===== config.mk =====
export PLATFORM = sky130hd
export DESIGN_NAME = dem_uart
export DESIGN_NICKNAME = d
export VERILOG_FILES = /design/src/design/dem_uart_pkg.sv /design/src/design/sync_fifo.sv /design/src/design/char_packer.sv /design/src/design/event_packetizer.sv /design/src/design/packet_parser.sv /design/src/design/char_unpacker.sv /design/src/design/dem_uart.sv
export SDC_FILE = /design/constraint.sdc
export NUM_CORES = 1
export LEC_CHECK = 0
export ABC_AREA = 1
export BUFFER_PORTS_ARGS = -buffer_cell sky130_fd_sc_hd__buf_4
export CORE_ASPECT_RATIO = 1.25
export CORE_MARGIN = 2
export CORE_UTILIZATION = 55
export DETAILED_ROUTE_END_ITERATION = 16
export PLACE_DENSITY_LB_ADDON = 0.08
export SLEW_MARGIN = 10
export SYNTH_ARGS = -nofsm -noshare
export SYNTH_HDL_FRONTEND = slang
export SYNTH_SLANG_ARGS = --single-unit

===== constraint.sdc =====
create_clock -name clk -period 8.5 [get_ports clk]
set_clock_uncertainty 0.2 [all_clocks]
set_input_delay 0.425 -clock clk [delete_from_list [all_inputs] [get_ports clk]]
set_output_delay 0.425 -clock clk [all_outputs]
set_load 0.01 [all_outputs]

===== src/design/dem_uart_pkg.sv =====
package dem_uart_pkg;

   // One host character
   typedef logic [7:0] char_t;

   // One flit on the debug network, also one packed payload word
   typedef logic [15:0] word_t;

   // Payload word count of one burst
   typedef logic [4:0] burst_len_t;

   // Packet type code in bits 15:14 of the flags flit
   localparam logic [1:0] FLIT_TYPE_EVENT = 2'b10;

   // Set when the last payload word holds only its low byte
   localparam int FLAG_ODD_BIT = 10;

   typedef enum logic [2:0] {
      TX_IDLE,
      TX_DEST,
      TX_SRC,
      TX_FLAGS,
      TX_PAYLOAD
   } tx_state_e;

   typedef enum logic [1:0] {
      RX_DEST,
      RX_SRC,
      RX_FLAGS,
      RX_PAYLOAD
   } rx_state_e;

endpackage


===== src/design/sync_fifo.sv =====
`timescale 1ns/1ps

module sync_fifo #(
   parameter int WIDTH = 16,
   parameter int DEPTH = 16
) (
   input  logic             clk,
   input  logic             rst,
   input  logic [WIDTH-1:0] wr_data,
   input  logic             wr_en,
   output logic             full,
   output logic [WIDTH-1:0] rd_data,
   input  logic             rd_en,
   output logic             empty
);

   localparam int AW = (DEPTH > 1) ? $clog2(DEPTH) : 1;

   logic [WIDTH-1:0] mem [DEPTH];
   logic [AW-1:0]    wr_ptr;
   logic [AW-1:0]    rd_ptr;
   logic [AW:0]      count;
   logic             do_wr;
   logic             do_rd;

   assign full  = (count == (AW + 1)'(DEPTH));
   assign empty = (count == '0);
   assign do_wr = wr_en && !full;
   assign do_rd = rd_en && !empty;

   // Head entry is visible without a read
   assign rd_data = mem[rd_ptr];

   always_ff @(posedge clk) begin
      if (do_wr) begin
         mem[wr_ptr] <= wr_data;
      end
   end

   always_ff @(posedge clk) begin
      if (rst) begin
         wr_ptr <= '0;
         rd_ptr <= '0;
         count  <= '0;
      end else begin
         if (do_wr) begin
            wr_ptr <= (wr_ptr == AW'(DEPTH - 1)) ? '0 : wr_ptr + 1'b1;
         end
         if (do_rd) begin
            rd_ptr <= (rd_ptr == AW'(DEPTH - 1)) ? '0 : rd_ptr + 1'b1;
         end
         if (do_wr && !do_rd) begin
            count <= count + 1'b1;
         end else if (do_rd && !do_wr) begin
            count <= count - 1'b1;
         end
      end
   end

endmodule


===== src/design/char_packer.sv =====
`timescale 1ns/1ps

module char_packer #(
   parameter int MAX_PAYLOAD_WORDS = 8,
   parameter int FLUSH_TIMEOUT     = 20
) (
   input  logic                     clk,
   input  logic                     rst,
   input  dem_uart_pkg::char_t      tx_char,
   input  logic                     tx_valid,
   output logic                     tx_ready,
   output dem_uart_pkg::word_t      word_data,
   output logic                     word_half,
   output logic                     word_wr,
   input  logic                     word_full,
   output dem_uart_pkg::burst_len_t desc_len,
   output logic                     desc_odd,
   output logic                     desc_wr,
   input  logic                     desc_full
);
   import dem_uart_pkg::*;

   localparam int TW = $clog2(FLUSH_TIMEOUT + 1);

   char_t      buf_lo;
   char_t      buf_hi;
   logic [1:0] buf_cnt;
   burst_len_t word_cnt;
   logic [TW-1:0] idle_cnt;
   logic       accept;
   logic       pack;
   logic       flush;
   logic       timer_done;
   logic       burst_full;

   assign tx_ready   = !word_full && !desc_full;
   assign accept     = tx_valid && tx_ready;
   // A character arriving at a full buffer pushes the held pair out
   assign pack       = accept && (buf_cnt == 2'd2);
   assign timer_done = (idle_cnt == TW'(FLUSH_TIMEOUT - 1));
   assign flush      = timer_done && (buf_cnt != 2'd0) && tx_ready && !tx_valid;
   assign burst_full = (word_cnt == burst_len_t'(MAX_PAYLOAD_WORDS - 1));

   // High byte stays zero when only one character is held
   assign word_data = {((buf_cnt == 2'd2) ? buf_hi : 8'h00), buf_lo};
   assign word_half = (buf_cnt == 2'd1);
   assign word_wr   = pack || flush;

   // Descriptor goes out together with the closing word
   assign desc_len = word_cnt + 1'b1;
   assign desc_odd = word_half;
   assign desc_wr  = flush || (pack && burst_full);

   always_ff @(posedge clk) begin
      if (accept) begin
         if (buf_cnt == 2'd1) begin
            buf_hi <= tx_char;
         end else begin
            buf_lo <= tx_char;
         end
      end
   end

   always_ff @(posedge clk) begin
      if (rst) begin
         buf_cnt  <= '0;
         word_cnt <= '0;
         idle_cnt <= '0;
      end else begin
         if (accept) begin
            idle_cnt <= '0;
            buf_cnt  <= pack ? 2'd1 : buf_cnt + 2'd1;
         end else if (flush) begin
            idle_cnt <= '0;
            buf_cnt  <= '0;
         end else if ((buf_cnt != 2'd0) && !timer_done) begin
            idle_cnt <= idle_cnt + 1'b1;
         end

         if (desc_wr) begin
            word_cnt <= '0;
         end else if (pack) begin
            word_cnt <= word_cnt + 1'b1;
         end
      end
   end

endmodule


===== src/design/event_packetizer.sv =====
`timescale 1ns/1ps

module event_packetizer (
   input  logic                     clk,
   input  logic                     rst,
   input  dem_uart_pkg::word_t      id,
   input  dem_uart_pkg::word_t      event_dest,
   input  dem_uart_pkg::burst_len_t desc_len,
   input  logic                     desc_odd,
   input  logic                     desc_empty,
   output logic                     desc_rd,
   input  dem_uart_pkg::word_t      word_data,
   input  logic                     word_empty,
   output logic                     word_rd,
   output dem_uart_pkg::word_t      debug_out_data,
   output logic                     debug_out_valid,
   output logic                     debug_out_last,
   input  logic                     debug_out_ready
);
   import dem_uart_pkg::*;

   tx_state_e  state;
   burst_len_t remaining;
   logic       odd_q;
   word_t      flags_flit;
   logic       out_xfer;

   always_comb begin
      flags_flit = '0;
      flags_flit[15:14] = FLIT_TYPE_EVENT;
      flags_flit[FLAG_ODD_BIT] = odd_q;
   end

   assign desc_rd  = (state == TX_IDLE) && !desc_empty;
   assign out_xfer = debug_out_valid && debug_out_ready;
   assign word_rd  = (state == TX_PAYLOAD) && out_xfer;

   always_comb begin
      debug_out_data  = '0;
      debug_out_valid = 1'b0;
      debug_out_last  = 1'b0;
      case (state)
         TX_DEST: begin
            debug_out_data  = event_dest;
            debug_out_valid = 1'b1;
         end
         TX_SRC: begin
            debug_out_data  = id;
            debug_out_valid = 1'b1;
         end
         TX_FLAGS: begin
            debug_out_data  = flags_flit;
            debug_out_valid = 1'b1;
         end
         TX_PAYLOAD: begin
            // Stall here until the next word is buffered
            debug_out_data  = word_data;
            debug_out_valid = !word_empty;
            debug_out_last  = (remaining == burst_len_t'(1));
         end
         default: begin
            debug_out_valid = 1'b0;
         end
      endcase
   end

   always_ff @(posedge clk) begin
      if (desc_rd) begin
         odd_q <= desc_odd;
      end
   end

   always_ff @(posedge clk) begin
      if (rst) begin
         state     <= TX_IDLE;
         remaining <= '0;
      end else begin
         case (state)
            TX_IDLE: begin
               if (desc_rd) begin
                  remaining <= desc_len;
                  state     <= TX_DEST;
               end
            end
            TX_DEST: begin
               if (out_xfer) state <= TX_SRC;
            end
            TX_SRC: begin
               if (out_xfer) state <= TX_FLAGS;
            end
            TX_FLAGS: begin
               if (out_xfer) state <= TX_PAYLOAD;
            end
            TX_PAYLOAD: begin
               if (out_xfer) begin
                  remaining <= remaining - 1'b1;
                  if (debug_out_last) begin
                     state <= TX_IDLE;
                  end
               end
            end
            default: state <= TX_IDLE;
         endcase
      end
   end

endmodule


===== src/design/packet_parser.sv =====
`timescale 1ns/1ps

module packet_parser (
   input  logic                clk,
   input  logic                rst,
   input  dem_uart_pkg::word_t debug_in_data,
   input  logic                debug_in_valid,
   input  logic                debug_in_last,
   output logic                debug_in_ready,
   output dem_uart_pkg::word_t word_data,
   output logic                word_half,
   output logic                word_wr,
   input  logic                word_full
);
   import dem_uart_pkg::*;

   rx_state_e state;
   logic      odd_q;
   logic      in_xfer;

   // Header flits are always taken, payload waits for buffer room
   assign debug_in_ready = (state == RX_PAYLOAD) ? !word_full : 1'b1;
   assign in_xfer        = debug_in_valid && debug_in_ready;

   assign word_data = debug_in_data;
   assign word_half = debug_in_last && odd_q;
   assign word_wr   = (state == RX_PAYLOAD) && in_xfer;

   always_ff @(posedge clk) begin
      if ((state == RX_FLAGS) && in_xfer) begin
         odd_q <= debug_in_data[FLAG_ODD_BIT];
      end
   end

   always_ff @(posedge clk) begin
      if (rst) begin
         state <= RX_DEST;
      end else if (in_xfer) begin
         case (state)
            RX_DEST: begin
               state <= debug_in_last ? RX_DEST : RX_SRC;
            end
            RX_SRC: begin
               state <= debug_in_last ? RX_DEST : RX_FLAGS;
            end
            RX_FLAGS: begin
               // A packet that ends in its header carries no payload
               state <= debug_in_last ? RX_DEST : RX_PAYLOAD;
            end
            RX_PAYLOAD: begin
               if (debug_in_last) begin
                  state <= RX_DEST;
               end
            end
            default: state <= RX_DEST;
         endcase
      end
   end

endmodule


===== src/design/char_unpacker.sv =====
`timescale 1ns/1ps

module char_unpacker (
   input  logic                clk,
   input  logic                rst,
   input  dem_uart_pkg::word_t word_data,
   input  logic                word_half,
   input  logic                word_empty,
   output logic                word_rd,
   output dem_uart_pkg::char_t rx_char,
   output logic                rx_valid,
   input  logic                rx_ready
);

   // Selects the high byte once the low byte has gone out
   logic high_sel;
   logic char_xfer;
   logic last_char;

   assign rx_valid  = !word_empty;
   assign rx_char   = high_sel ? word_data[15:8] : word_data[7:0];
   assign char_xfer = rx_valid && rx_ready;

   // Half words end after their low byte
   assign last_char = high_sel || word_half;
   assign word_rd   = char_xfer && last_char;

   always_ff @(posedge clk) begin
      if (rst) begin
         high_sel <= 1'b0;
      end else if (char_xfer) begin
         high_sel <= !last_char;
      end
   end

endmodule


===== src/design/dem_uart.sv =====
`timescale 1ns/1ps

module dem_uart #(
   parameter int FIFO_DEPTH        = 16,
   parameter int MAX_PAYLOAD_WORDS = 8,
   parameter int FLUSH_TIMEOUT     = 20
) (
   input  logic                clk,
   input  logic                rst,
   input  dem_uart_pkg::word_t id,
   input  dem_uart_pkg::word_t event_dest,
   input  dem_uart_pkg::char_t tx_char,
   input  logic                tx_valid,
   output logic                tx_ready,
   output dem_uart_pkg::char_t rx_char,
   output logic                rx_valid,
   input  logic                rx_ready,
   output dem_uart_pkg::word_t debug_out_data,
   output logic                debug_out_valid,
   output logic                debug_out_last,
   input  logic                debug_out_ready,
   input  dem_uart_pkg::word_t debug_in_data,
   input  logic                debug_in_valid,
   input  logic                debug_in_last,
   output logic                debug_in_ready
);
   import dem_uart_pkg::*;

   // Transmit side
   word_t      tx_word_data;
   logic       tx_word_half;
   logic       tx_word_wr;
   logic       tx_word_full;
   logic [16:0] tx_word_q;
   logic       tx_word_rd;
   logic       tx_word_empty;
   burst_len_t tx_desc_len;
   logic       tx_desc_odd;
   logic       tx_desc_wr;
   logic       tx_desc_full;
   logic [5:0] tx_desc_q;
   logic       tx_desc_rd;
   logic       tx_desc_empty;

   // Receive side
   word_t      rx_word_data;
   logic       rx_word_half;
   logic       rx_word_wr;
   logic       rx_word_full;
   logic [16:0] rx_word_q;
   logic       rx_word_rd;
   logic       rx_word_empty;

   char_packer #(
      .MAX_PAYLOAD_WORDS (MAX_PAYLOAD_WORDS),
      .FLUSH_TIMEOUT     (FLUSH_TIMEOUT)
   ) u_char_packer (
      .clk       (clk),
      .rst       (rst),
      .tx_char   (tx_char),
      .tx_valid  (tx_valid),
      .tx_ready  (tx_ready),
      .word_data (tx_word_data),
      .word_half (tx_word_half),
      .word_wr   (tx_word_wr),
      .word_full (tx_word_full),
      .desc_len  (tx_desc_len),
      .desc_odd  (tx_desc_odd),
      .desc_wr   (tx_desc_wr),
      .desc_full (tx_desc_full)
   );

   // Half tag rides in bit 16
   sync_fifo #(.WIDTH(17), .DEPTH(FIFO_DEPTH)) tx_word_fifo (
      .clk     (clk),
      .rst     (rst),
      .wr_data ({tx_word_half, tx_word_data}),
      .wr_en   (tx_word_wr),
      .full    (tx_word_full),
      .rd_data (tx_word_q),
      .rd_en   (tx_word_rd),
      .empty   (tx_word_empty)
   );

   // Odd flag above the word count
   sync_fifo #(.WIDTH(6), .DEPTH(FIFO_DEPTH)) tx_desc_fifo (
      .clk     (clk),
      .rst     (rst),
      .wr_data ({tx_desc_odd, tx_desc_len}),
      .wr_en   (tx_desc_wr),
      .full    (tx_desc_full),
      .rd_data (tx_desc_q),
      .rd_en   (tx_desc_rd),
      .empty   (tx_desc_empty)
   );

   event_packetizer u_event_packetizer (
      .clk             (clk),
      .rst             (rst),
      .id              (id),
      .event_dest      (event_dest),
      .desc_len        (tx_desc_q[4:0]),
      .desc_odd        (tx_desc_q[5]),
      .desc_empty      (tx_desc_empty),
      .desc_rd         (tx_desc_rd),
      .word_data       (tx_word_q[15:0]),
      .word_empty      (tx_word_empty),
      .word_rd         (tx_word_rd),
      .debug_out_data  (debug_out_data),
      .debug_out_valid (debug_out_valid),
      .debug_out_last  (debug_out_last),
      .debug_out_ready (debug_out_ready)
   );

   packet_parser u_packet_parser (
      .clk            (clk),
      .rst            (rst),
      .debug_in_data  (debug_in_data),
      .debug_in_valid (debug_in_valid),
      .debug_in_last  (debug_in_last),
      .debug_in_ready (debug_in_ready),
      .word_data      (rx_word_data),
      .word_half      (rx_word_half),
      .word_wr        (rx_word_wr),
      .word_full      (rx_word_full)
   );

   sync_fifo #(.WIDTH(17), .DEPTH(FIFO_DEPTH)) rx_word_fifo (
      .clk     (clk),
      .rst     (rst),
      .wr_data ({rx_word_half, rx_word_data}),
      .wr_en   (rx_word_wr),
      .full    (rx_word_full),
      .rd_data (rx_word_q),
      .rd_en   (rx_word_rd),
      .empty   (rx_word_empty)
   );

   char_unpacker u_char_unpacker (
      .clk        (clk),
      .rst        (rst),
      .word_data  (rx_word_q[15:0]),
      .word_half  (rx_word_q[16]),
      .word_empty (rx_word_empty),
      .word_rd    (rx_word_rd),
      .rx_char    (rx_char),
      .rx_valid   (rx_valid),
      .rx_ready   (rx_ready)
   );

endmodule


==> metrics.csv, run 1 <==
metric,value,unit
cell family with most CP delay,buffers and inverters,
Pre-antenna DRT Iters,5,
placer congestion estimate,0.816,
post-CTS setup buffer count,0,
GRT Overall Usage,25.7,%
max_slew headroom,21.3,%
CP max stage cell,clkinv_2,
most area-consuming cells after synthesis,"edfxtp_1 (65%), nor2_1 (5.8%), o21ai_0 (5.5%)",
clock tree sinks,716,
PortBufs,91,
clock latency on the worst-skew pair,610,ps
Syn Inst Count,2474,
hold buffer count at CTS,29,
Max Cap Viol,0,
setup_tns,0,ps
initial antenna violation count,1,
CP Class,register to register,
die width,211,microns
cell taking the most area after synthesis,edfxtp_1,
I/O pin cnt,92,
"Async S/R FF share, synth",0,%
VDD IR max,192,uV
initial core utilization,55.8,%
crit-path most repeated cell,nand2_1,
fin crit period,4750,ps
fin area,33400,sq um
Rows,94,
CP Data Arrival Time,5040,ps
number of synthesized flops with an enable pin,642,
"Seq/Total Area, Yosys",70.4,%
final core occ,63.2,%
CTS tree,yes,
pwr dens,251,nW/um^2
share of cells above drive strength 1,12.1,%
DRT iter0 DRCs,1644,
Layout area overhead,13.2,%
largest net degree at the start of global routing,101,
fillcell total,4017,
core area,52800,sq um
Main synth FF type,edfxtp_1,
YS warnings,0,
drt via density,5.87,
GRT overflow,0,
Final period util,55.9,%
drt wl/cell,21.6,microns
Worst setup SP type,register,
status,completed,
worst-margin pin slew,1180,ps
"Cell Area, Synth",29500,sq um
Critical Path RT,8790,ps
vias in the first global route,19100,
DRC viols,0,
DRT antenna net count,0,
Die Area,55500,sq um
Synth Net Count,2571,
fmax,0.211,GHz
Detailed Route WL,71.3,mm
Critical Path Max Stage Delay,920,ps
HP Class,input port to register,
register bit count reported by yosys,716,
die height,263,microns
top-area cell type share of the netlist area,65.4,%
# setup viols final,0,
# diodes,0,
CP Max Fanout,78,
most frequent cells after synthesis,"edfxtp_1 (642), nor2_1 (459), o21ai_0 (326), nand2_1 (247), nand3_1 (111)",
Post-layout nets,2680,
unique cell type count in the Yosys netlist,44,
Worst-path clk slew,60,ps
"Hold Vio Cnt, Final",0,
capturing element type of the critical path,register,
# resized after CTS,0,
leakage power,0.0117,uW
"Buf+Inv Stages, Crit Path",3,
unrepaired setup endpoints after global routing,no,
fin. max-slew vios,0,
H-Tree Depth,3,
post-DP HPWL,40.5,mm
clock tree buffer depth,3,
CTS Buf Count,70,
Clock Root Buffer,clkbuf_16,
Post-Syn Area per Cell,11.9,sq um
first-pass GRT wire length,109,mm
CP cell instances,"clkinv_2, buf_4, nand2_1, nand2_1, nand2_1, nand3_1, nand3_1, nand3_2, nand2_4, ha_1, inv_1, fa_1, a21o_1, a21oi_1, nor2_1, nor2_1, nand2_1, o21ai_0, a21oi_1",
Vias,19400,
Area after DPL,30800,sq um
"count leader, synth",edfxtp_1,
metrics by stage:
stage	power [uW]	hold WS, ps	setup WS [ps]	instances
after floorplan	4940	243	5730	2474
after global placement	5320	253	3850	3154
after detailed placement	5350	270	3770	3154
after CTS	8410	3.33	3760	3308
after global routing	8710	35.9	3250	3308
final	8360	33.4	3750	3308
metal layers:
layer  GRT usage [%]  up-vias  part of all wire, %
li1                -     9141                    -
met1            33.0     9521                   41
met2            44.0      628                   50
met3            3.72      131                  5.8
met4            10.6        2                  3.1
met5               0        -                0.018
kinds of logic after synthesis:
family / Yosys count / share of synthesized area [%]
XOR/XNOR: 17 / 0.505
AO/OA/AOI/OAI: 593 / 11.8
flip-flops: 716 / 70.4
buffers and inverters: 256 / 3.87
AND/OR/NAND/NOR: 858 / 11.9
adder cells (fa/ha/maj): 34 / 1.52
area by class of cell:
class	count	area, sq um	area share, %
Timing Repair Buffer	172	1360	4.09
Sequential cell	716	20800	62.2
Tap cell	672	841	2.52
Multi-Input combinational cell	1502	7670	23.0
Inverter	121	457	1.37
Clock buffer	90	1930	5.79
Clock inverter	35	339	1.02
power by group:
part	switching, uW	internal [uW]
Clock	1280	1790
Sequential	103	3920
Combinational	831	444
final timing paths:
path                                                              startpoint                                           end  slack (ps)  cells after the start
worst max-delay path                                                register            rx_word_fifo.count[4]$_SDFFE_PP0P_        3750                     19
worst max register to register                                      register            rx_word_fifo.count[4]$_SDFFE_PP0P_        3750                     19
worst min register to register  u_event_packetizer.remaining[1]$_SDFFE_PP0P_  u_event_packetizer.remaining[1]$_SDFFE_PP0P_         280                      2
worst min-delay path                                                     rst           tx_desc_fifo.wr_ptr[0]$_SDFFE_PP0P_          30                      2
flip-flops by register name, summed over array words and instances (netlist names), 8 cells and up, named ones only:
name                  flops
u_char_packer.buf_lo      8
tx_desc_fifo.mem         96
tx_word_fifo.mem        256
u_char_packer.buf_hi      8
rx_word_fifo.mem        272
cells in the final DEF (no fill, tap or decap), types with 4 or more instances in the layout:
master and count:
inv_1 108, o221ai_1 61, nor3_1 8, nand3_1 111, dfxtp_1 69, a31oi_1 4
nor2_2 34, a32o_1 11, clkbuf_1 14, xnor2_1 5, o21ai_0 326, bufinv_16 6
nand2_1 247, a21oi_1 57, edfxtp_1 642, a21o_1 6, xor2_1 10, clkinv_2 14
buf_4 143, nand2_2 9, clkbuf_16 74, dlygate4sd3_1 29, inv_2 8, nand4_1 9
ha_1 31, clkinv_1 14, a21oi_2 4, nor2_1 427, o211ai_1 45, o22ai_1 48
o21ai_1 25
(Power assumes the default switching activity.)
==> run 2, diff against run 1 <==
Clock period 8.5 ns to 4.8 ns, I/O delays scaled along.
==> run 2 against run 1 <==
Net effect:
- flip-flop and latch count unchanged
- combinational power up 76%
- final cell count about the same
- sequential share of layout area about the same
- worst hold slack better by 150 ps
- wire length down 1.1%
- critical path type is now register to output pin
==> metrics.csv, run 2 (same netlist as run 1, synthesis figures left out) <==
metric,value,unit,change
CP Class,register to output pin,,
GR Util met2,44.2,%,+0.24 points
Die Area,55500,sq um,unchanged
"Hold Vio Cnt, Final",0,,unchanged
first-pass GRT wire length,108,mm,-1.1%
drt wl/cell,21.3,microns,-1.1%
Worst setup SP type,register,,
fin crit period,4080,ps,
Final period util,85.1,%,
final hold slack,183,ps,+150 ps
capturing element type of the critical path,output pin,,
DRT iter0 DRCs,1869,,+14%
final core occ,63.2,%,about the same
Clock Root Buffer,clkbuf_16,,
CP Data Arrival Time,3640,ps,-1400 ps
Post-layout nets,2676,,-0.15%
die width,211,microns,unchanged
leakage power,0.0117,uW,about the same
Critical Path RT,4360,ps,-4430 ps
"commonest non-fill, non-tap cell in the layout",edfxtp_1,,
Layout area overhead,13.3,%,about the same
pwr dens,446,nW/um^2,+78%
CTS tree,yes,,
status,completed,,
fmax,0.245,GHz,
busiest grt layer,met2,,
"commonest non-fill, non-tap cells in the layout","edfxtp_1 (642), nor2_1 (426), o21ai_0 (326)",,
worst-margin pin slew,1250,ps,+76.1 ps
CTS Buf Count,71,,+1.4%
vias in the first global route,19000,,-0.46%
met1 GRT Util,32.4,%,-0.66 points
Max Cap Viol,0,,unchanged
fillcell total,4043,,+0.65%
met3 Use GR,3.13,%,-0.59 points
GRT Overall Usage,25.4,%,-0.36 points
FF-to-FF path depth,18,,-1
I/O pin cnt,92,,unchanged
largest net degree at the start of global routing,95,,-5.9%
Pre-antenna DRT Iters,7,,+2
drt via density,5.86,,-0.24%
GRT overflow,0,,unchanged
core area,52800,sq um,unchanged
# diodes,0,,unchanged
H-Tree Depth,3,,unchanged
# resized after CTS,0,,unchanged
share of cells above drive strength 1,11.9,%,-0.23 points
VDD IR max,344,uV,+79%
DRT antenna net count,0,,unchanged
Rows,94,,unchanged
max reg flops,272,,unchanged
leading registers by flop count,"rx_word_fifo.mem (272), tx_word_fifo.mem (256), tx_desc_fifo.mem (96)",,
Worst-path clk slew,60,ps,about the same
clock tree sinks,716,,unchanged
fin. max-slew vios,0,,unchanged
CP Max Fanout,82,,+5.1%
HP Class,input port to register,,
clock latency on the worst-skew pair,610,ps,about the same
initial core utilization,55.8,%,unchanged
Top reg by flops,rx_word_fifo.mem,,
die height,263,microns,unchanged
clock tree buffer depth,3,,unchanged
Worst Hold Path Cells,2,,unchanged
setup_tns,0,ps,unchanged
Detailed Route WL,70.6,mm,-1.1%
DRC viols,0,,unchanged
# setup viols final,0,,unchanged
unrepaired setup endpoints after global routing,no,,
PortBufs,91,,unchanged
max_slew headroom,16.3,%,-5.1 points
post-DP HPWL,41.2,mm,+1.7%
placer congestion estimate,0.833,,+2.2%
initial antenna violation count,0,,-1
Vias,19400,,-0.21%
-- run 2: changes by cell type in the layout (fill, tap and decap cells not counted), moves of 2 or more --
cell and delta:
clkbuf_1 -5, dlygate4sd3_1 +3, buf_4 -9, clkinv_1 +8
xor2_2 -2, clkbuf_8 -2, xor2_1 +2
-- run 2: final timing paths --
check                           slack [ps]                                      endpoint                                          from
worst max register to register        1020            rx_word_fifo.count[4]$_SDFFE_PP0P_                                      register
worst min-delay path                   180             u_char_packer.buf_hi[0]$_DFFE_PP_                                    tx_char[0]
worst max-delay path                   720                            debug_out_data[11]                                      register
worst min register to register         280  u_event_packetizer.remaining[1]$_SDFFE_PP0P_  u_event_packetizer.remaining[1]$_SDFFE_PP0P_
-- run 2: worst max-delay path: stages (launching register included) --
cell	delay, ps
dfxtp_4	740
clkinv_2	740
buf_12	460
o21ai_0	220
o22ai_1	110
nor2_1	220
o22ai_1	140
nand2_1	130
nand2_1	70
buf_4	140
-- run 2: layer usage --
metal | vias to the layer above | routed length, microns
li1 | 9135 | -
met1 | 9416 | 28700
met2 | 697 | 35900
met3 | 134 | 3740
met4 | 0 | 2230
met5 | - | 0
-- run 2: final cells by class --
class | count | area [sq um] | area share [%]
clock buffers | 83 | 1890 | 5.65
repair buffers | 167 | 1350 | 4.03
multi-input cells | 1502 | 7660 | 22.9
well taps | 672 | 841 | 2.52
flip-flops and latches | 716 | 20800 | 62.2
inverters | 121 | 457 | 1.37
clock inverters | 48 | 432 | 1.29
-- run 2: what timing repair did --
| item | CTS | global route |
|---|---|---|
| setup buffers | 0 | 0 |
| endpoints found under the hold margin | 320 | 0 |
| hold buffers | 32 | 0 |
-- run 2: where the power goes --
group,total (uW),internal [uW],switching [uW]
clock,5520,3200,2310
combinational,2230,785,1440
sequential,7140,6940,197
-- run 2: per-stage QoR --
| stage | cells | setup WS [ps] | area (sq um) | power [uW] |
|---|---|---|---|---|
| floorplan | 2474 | 2030 | 29500 | 8740 |
| global placement | 3146 | 1060 | 30800 | 9410 |
| detailed placement | 3146 | 1050 | 30800 | 9460 |
| CTS | 3309 | 740 | 33400 | 15000 |
| global route | 3309 | 498 | 33400 | 15500 |
| finish | 3309 | 717 | 33400 | 14900 |
==> run 3, diff against run 2 <==
Settings changed: CORE_UTILIZATION 55 to 30.
==> run 3 against run 2 <==
Net effect:
- register-to-register slack improved by 410 ps
- critical path type unchanged
- final cell count increased by 20%
- flip-flop and latch count unchanged
- count of clock-buffer cells in the layout increased by 14
- die area increased by 82%
- critical path depth unchanged
==> metrics.csv, run 3 (same netlist as run 1, synthesis figures left out) <==
metric,value,unit,change
HP Class,input port to register,,
fillcell total,9699,,+140%
proportion of power drawn by combinational gates,14.9,%,about the same
Clock Root Buffer,clkbuf_16,,
hold worst-path end,u_char_packer.buf_lo[5]$_DFFE_PP_,,
status,completed,,
DP Worst Slack,1290,ps,+244 ps
# resized after CTS,0,,unchanged
switching pwr,4310,uW,+8.9%
Detailed Route WL,85.4,mm,+21%
# setup viols final,0,,unchanged
# diodes,0,,unchanged
drt via density,4.90,,-16%
core area,97400,sq um,+84%
Post-layout nets,2690,,+0.52%
HP Start,tx_char[5],,
Vias,19400,,-0.083%
FF-to-FF path depth,16,,-2
Worst-path clk slew,60,ps,about the same
DRT iter0 DRCs,1355,,-28%
post-DP HPWL,51.7,mm,+26%
share of cells above drive strength 1,12.6,%,+0.67 points
Pre-antenna DRT Iters,5,,-2
initial antenna violation count,2,,+2
clock latency on the worst-skew pair,650,ps,+40 ps
fmax,0.248,GHz,+1.1%
setup ws final,760,ps,+43.5 ps
internal power,11500,uW,+4.9%
capturing element type of the critical path,output pin,,
clock tree buffer depth,3,,unchanged
CP Data Arrival Time,3600,ps,-40 ps
CTS Buf Count,80,,+13%
fin cells,3956,,+20%
max_slew headroom,14.1,%,-2.1 points
die width,284,microns,+35%
Critical Path RT,4360,ps,about the same
setup_tns,0,ps,unchanged
largest net degree at the start of global routing,76,,-20%
PortBufs,91,,unchanged
placer congestion estimate,0.776,,-6.9%
drt wl/cell,21.6,microns,+1.2%
fin crit period,4040,ps,-43.5 ps
Final period util,84.2,%,-0.91 points
"Hold Vio Cnt, Final",0,,unchanged
VDD IR max,251,uV,-27%
fin. max-slew vios,0,,unchanged
Top reg by flops,rx_word_fifo.mem,,
switching share of power,27.3,%,+0.73 points
unrepaired setup endpoints after global routing,no,,
Seq pwr share,45.2,%,-2.7 points
Max Cap Viol,0,,unchanged
DRC viols,0,,unchanged
I/O pin cnt,92,,unchanged
"commonest non-fill, non-tap cells in the layout","edfxtp_1 (642), nor2_1 (422), o21ai_0 (326)",,
pwr dens,456,nW/um^2,+2.2%
Rows,128,,+36%
Reg2Reg Capture Point,rx_word_fifo.count[4]$_SDFFE_PP0P_,,
Worst Hold Path Cells,2,,unchanged
final core occ,35.6,%,-28 points
leading registers by flop count,"rx_word_fifo.mem (272), tx_word_fifo.mem (256), tx_desc_fifo.mem (96)",,
placed insts,3779,,+20%
power share of the clock group,39.9,%,+2.8 points
Layout area overhead,17.5,%,
H-Tree Depth,3,,unchanged
Worst setup SP type,register,,
multi-input logic area,7690,sq um,+0.33%
worst-margin pin slew,1290,ps,+32.0 ps
initial core utilization,30.3,%,-26 points
GRT overflow,0,,unchanged
Die Area,101000,sq um,+82%
CP Class,register to output pin,,
GRT Overall Usage,16.7,%,-8.6 points
CTS tree,yes,,
vias in the first global route,19400,,+2.0%
max reg flops,272,,unchanged
CP Max Fanout,46,,-44%
FF+latch area,20800,sq um,about the same
leakage power,0.0119,uW,+1.8%
first-pass GRT wire length,127,mm,+17%
"setup slack, reg-to-reg",1430,ps,+410 ps
DRT antenna net count,0,,unchanged
clock tree sinks,716,,unchanged
"commonest non-fill, non-tap cell in the layout",edfxtp_1,,
die height,354,microns,+35%
==> run 3: worst max-delay path by stage <==
stage / start / to / slack, ps / cells past startpoint
after floorplan: tx_word_fifo.count[0]$_SDFFE_PP0P_ / tx_desc_fifo.count[4]$_SDFFE_PP0P_ / 2030 / 18
after global placement: register / rx_word_fifo.count[4]$_SDFFE_PP0P_ / 1340 / 16
after detailed placement: register / debug_out_data[10] / 1290 / 9
after CTS: register / debug_out_data[10] / 550 / 9
after global routing: register / debug_out_data[10] / 410 / 9
final: register / debug_out_data[10] / 760 / 9
==> run 3: cell type report <==
cell class	count	area share [%]
Clock buffer	97	6.06
Clock inverter	48	1.69
Inverter	121	1.32
Multi-Input combinational cell	1502	22.2
Sequential cell	716	60.0
Tap cell	1300	4.70
Timing Repair Buffer	172	4.03
==> run 3: timing repair <==
item | in CTS | in global routing
endpoints found under the hold margin | 337 | 0
setup buffers | 0 | 0
hold buffers | 32 | 0
==> run 3: critical path: stages, from the launching register on <==
cell and delay (ps):
dfxtp_4 670, clkinv_2 700, buf_12 440, o21ai_0 170, o21ai_0 120, o21ai_1 150
nand2_1 150, nand3_1 250, nand4_1 120, buf_4 170
==> run 3: through the flow <==
step / instance area [sq um] / power (uW) / hold WS, ps
floorplan: 29500 / 8740 / 139
global placement: 31600 / 9610 / 229
detailed placement: 31600 / 9640 / 231
CTS: 34600 / 16000 / 110
global route: 34600 / 16500 / 129
finish: 34600 / 15800 / 149
==> run 3: power by group through the flow <==
| stage | Clock [uW] | Combinational, uW | Sequential (uW) |
|---|---|---|---|
| final | 6300 | 2350 | 7120 |
| after global routing | 6700 | 2640 | 7140 |
| after CTS | 6480 | 2410 | 7130 |
| after detailed placement | 0 | 2380 | 7260 |
| after global placement | 0 | 2360 | 7260 |
| after floorplan | 0 | 1590 | 7150 |
==> run 3: per-layer routing <==
metal | share of wire [%] | vias to the layer above | GRT usage, %
met5 | 0.015 | - | 0
met3 | 4.0 | 138 | 2.47
met2 | 51 | 431 | 30.1
met4 | 2.9 | 2 | 5.97
met1 | 42 | 9623 | 20.4
li1 | - | 9172 | -
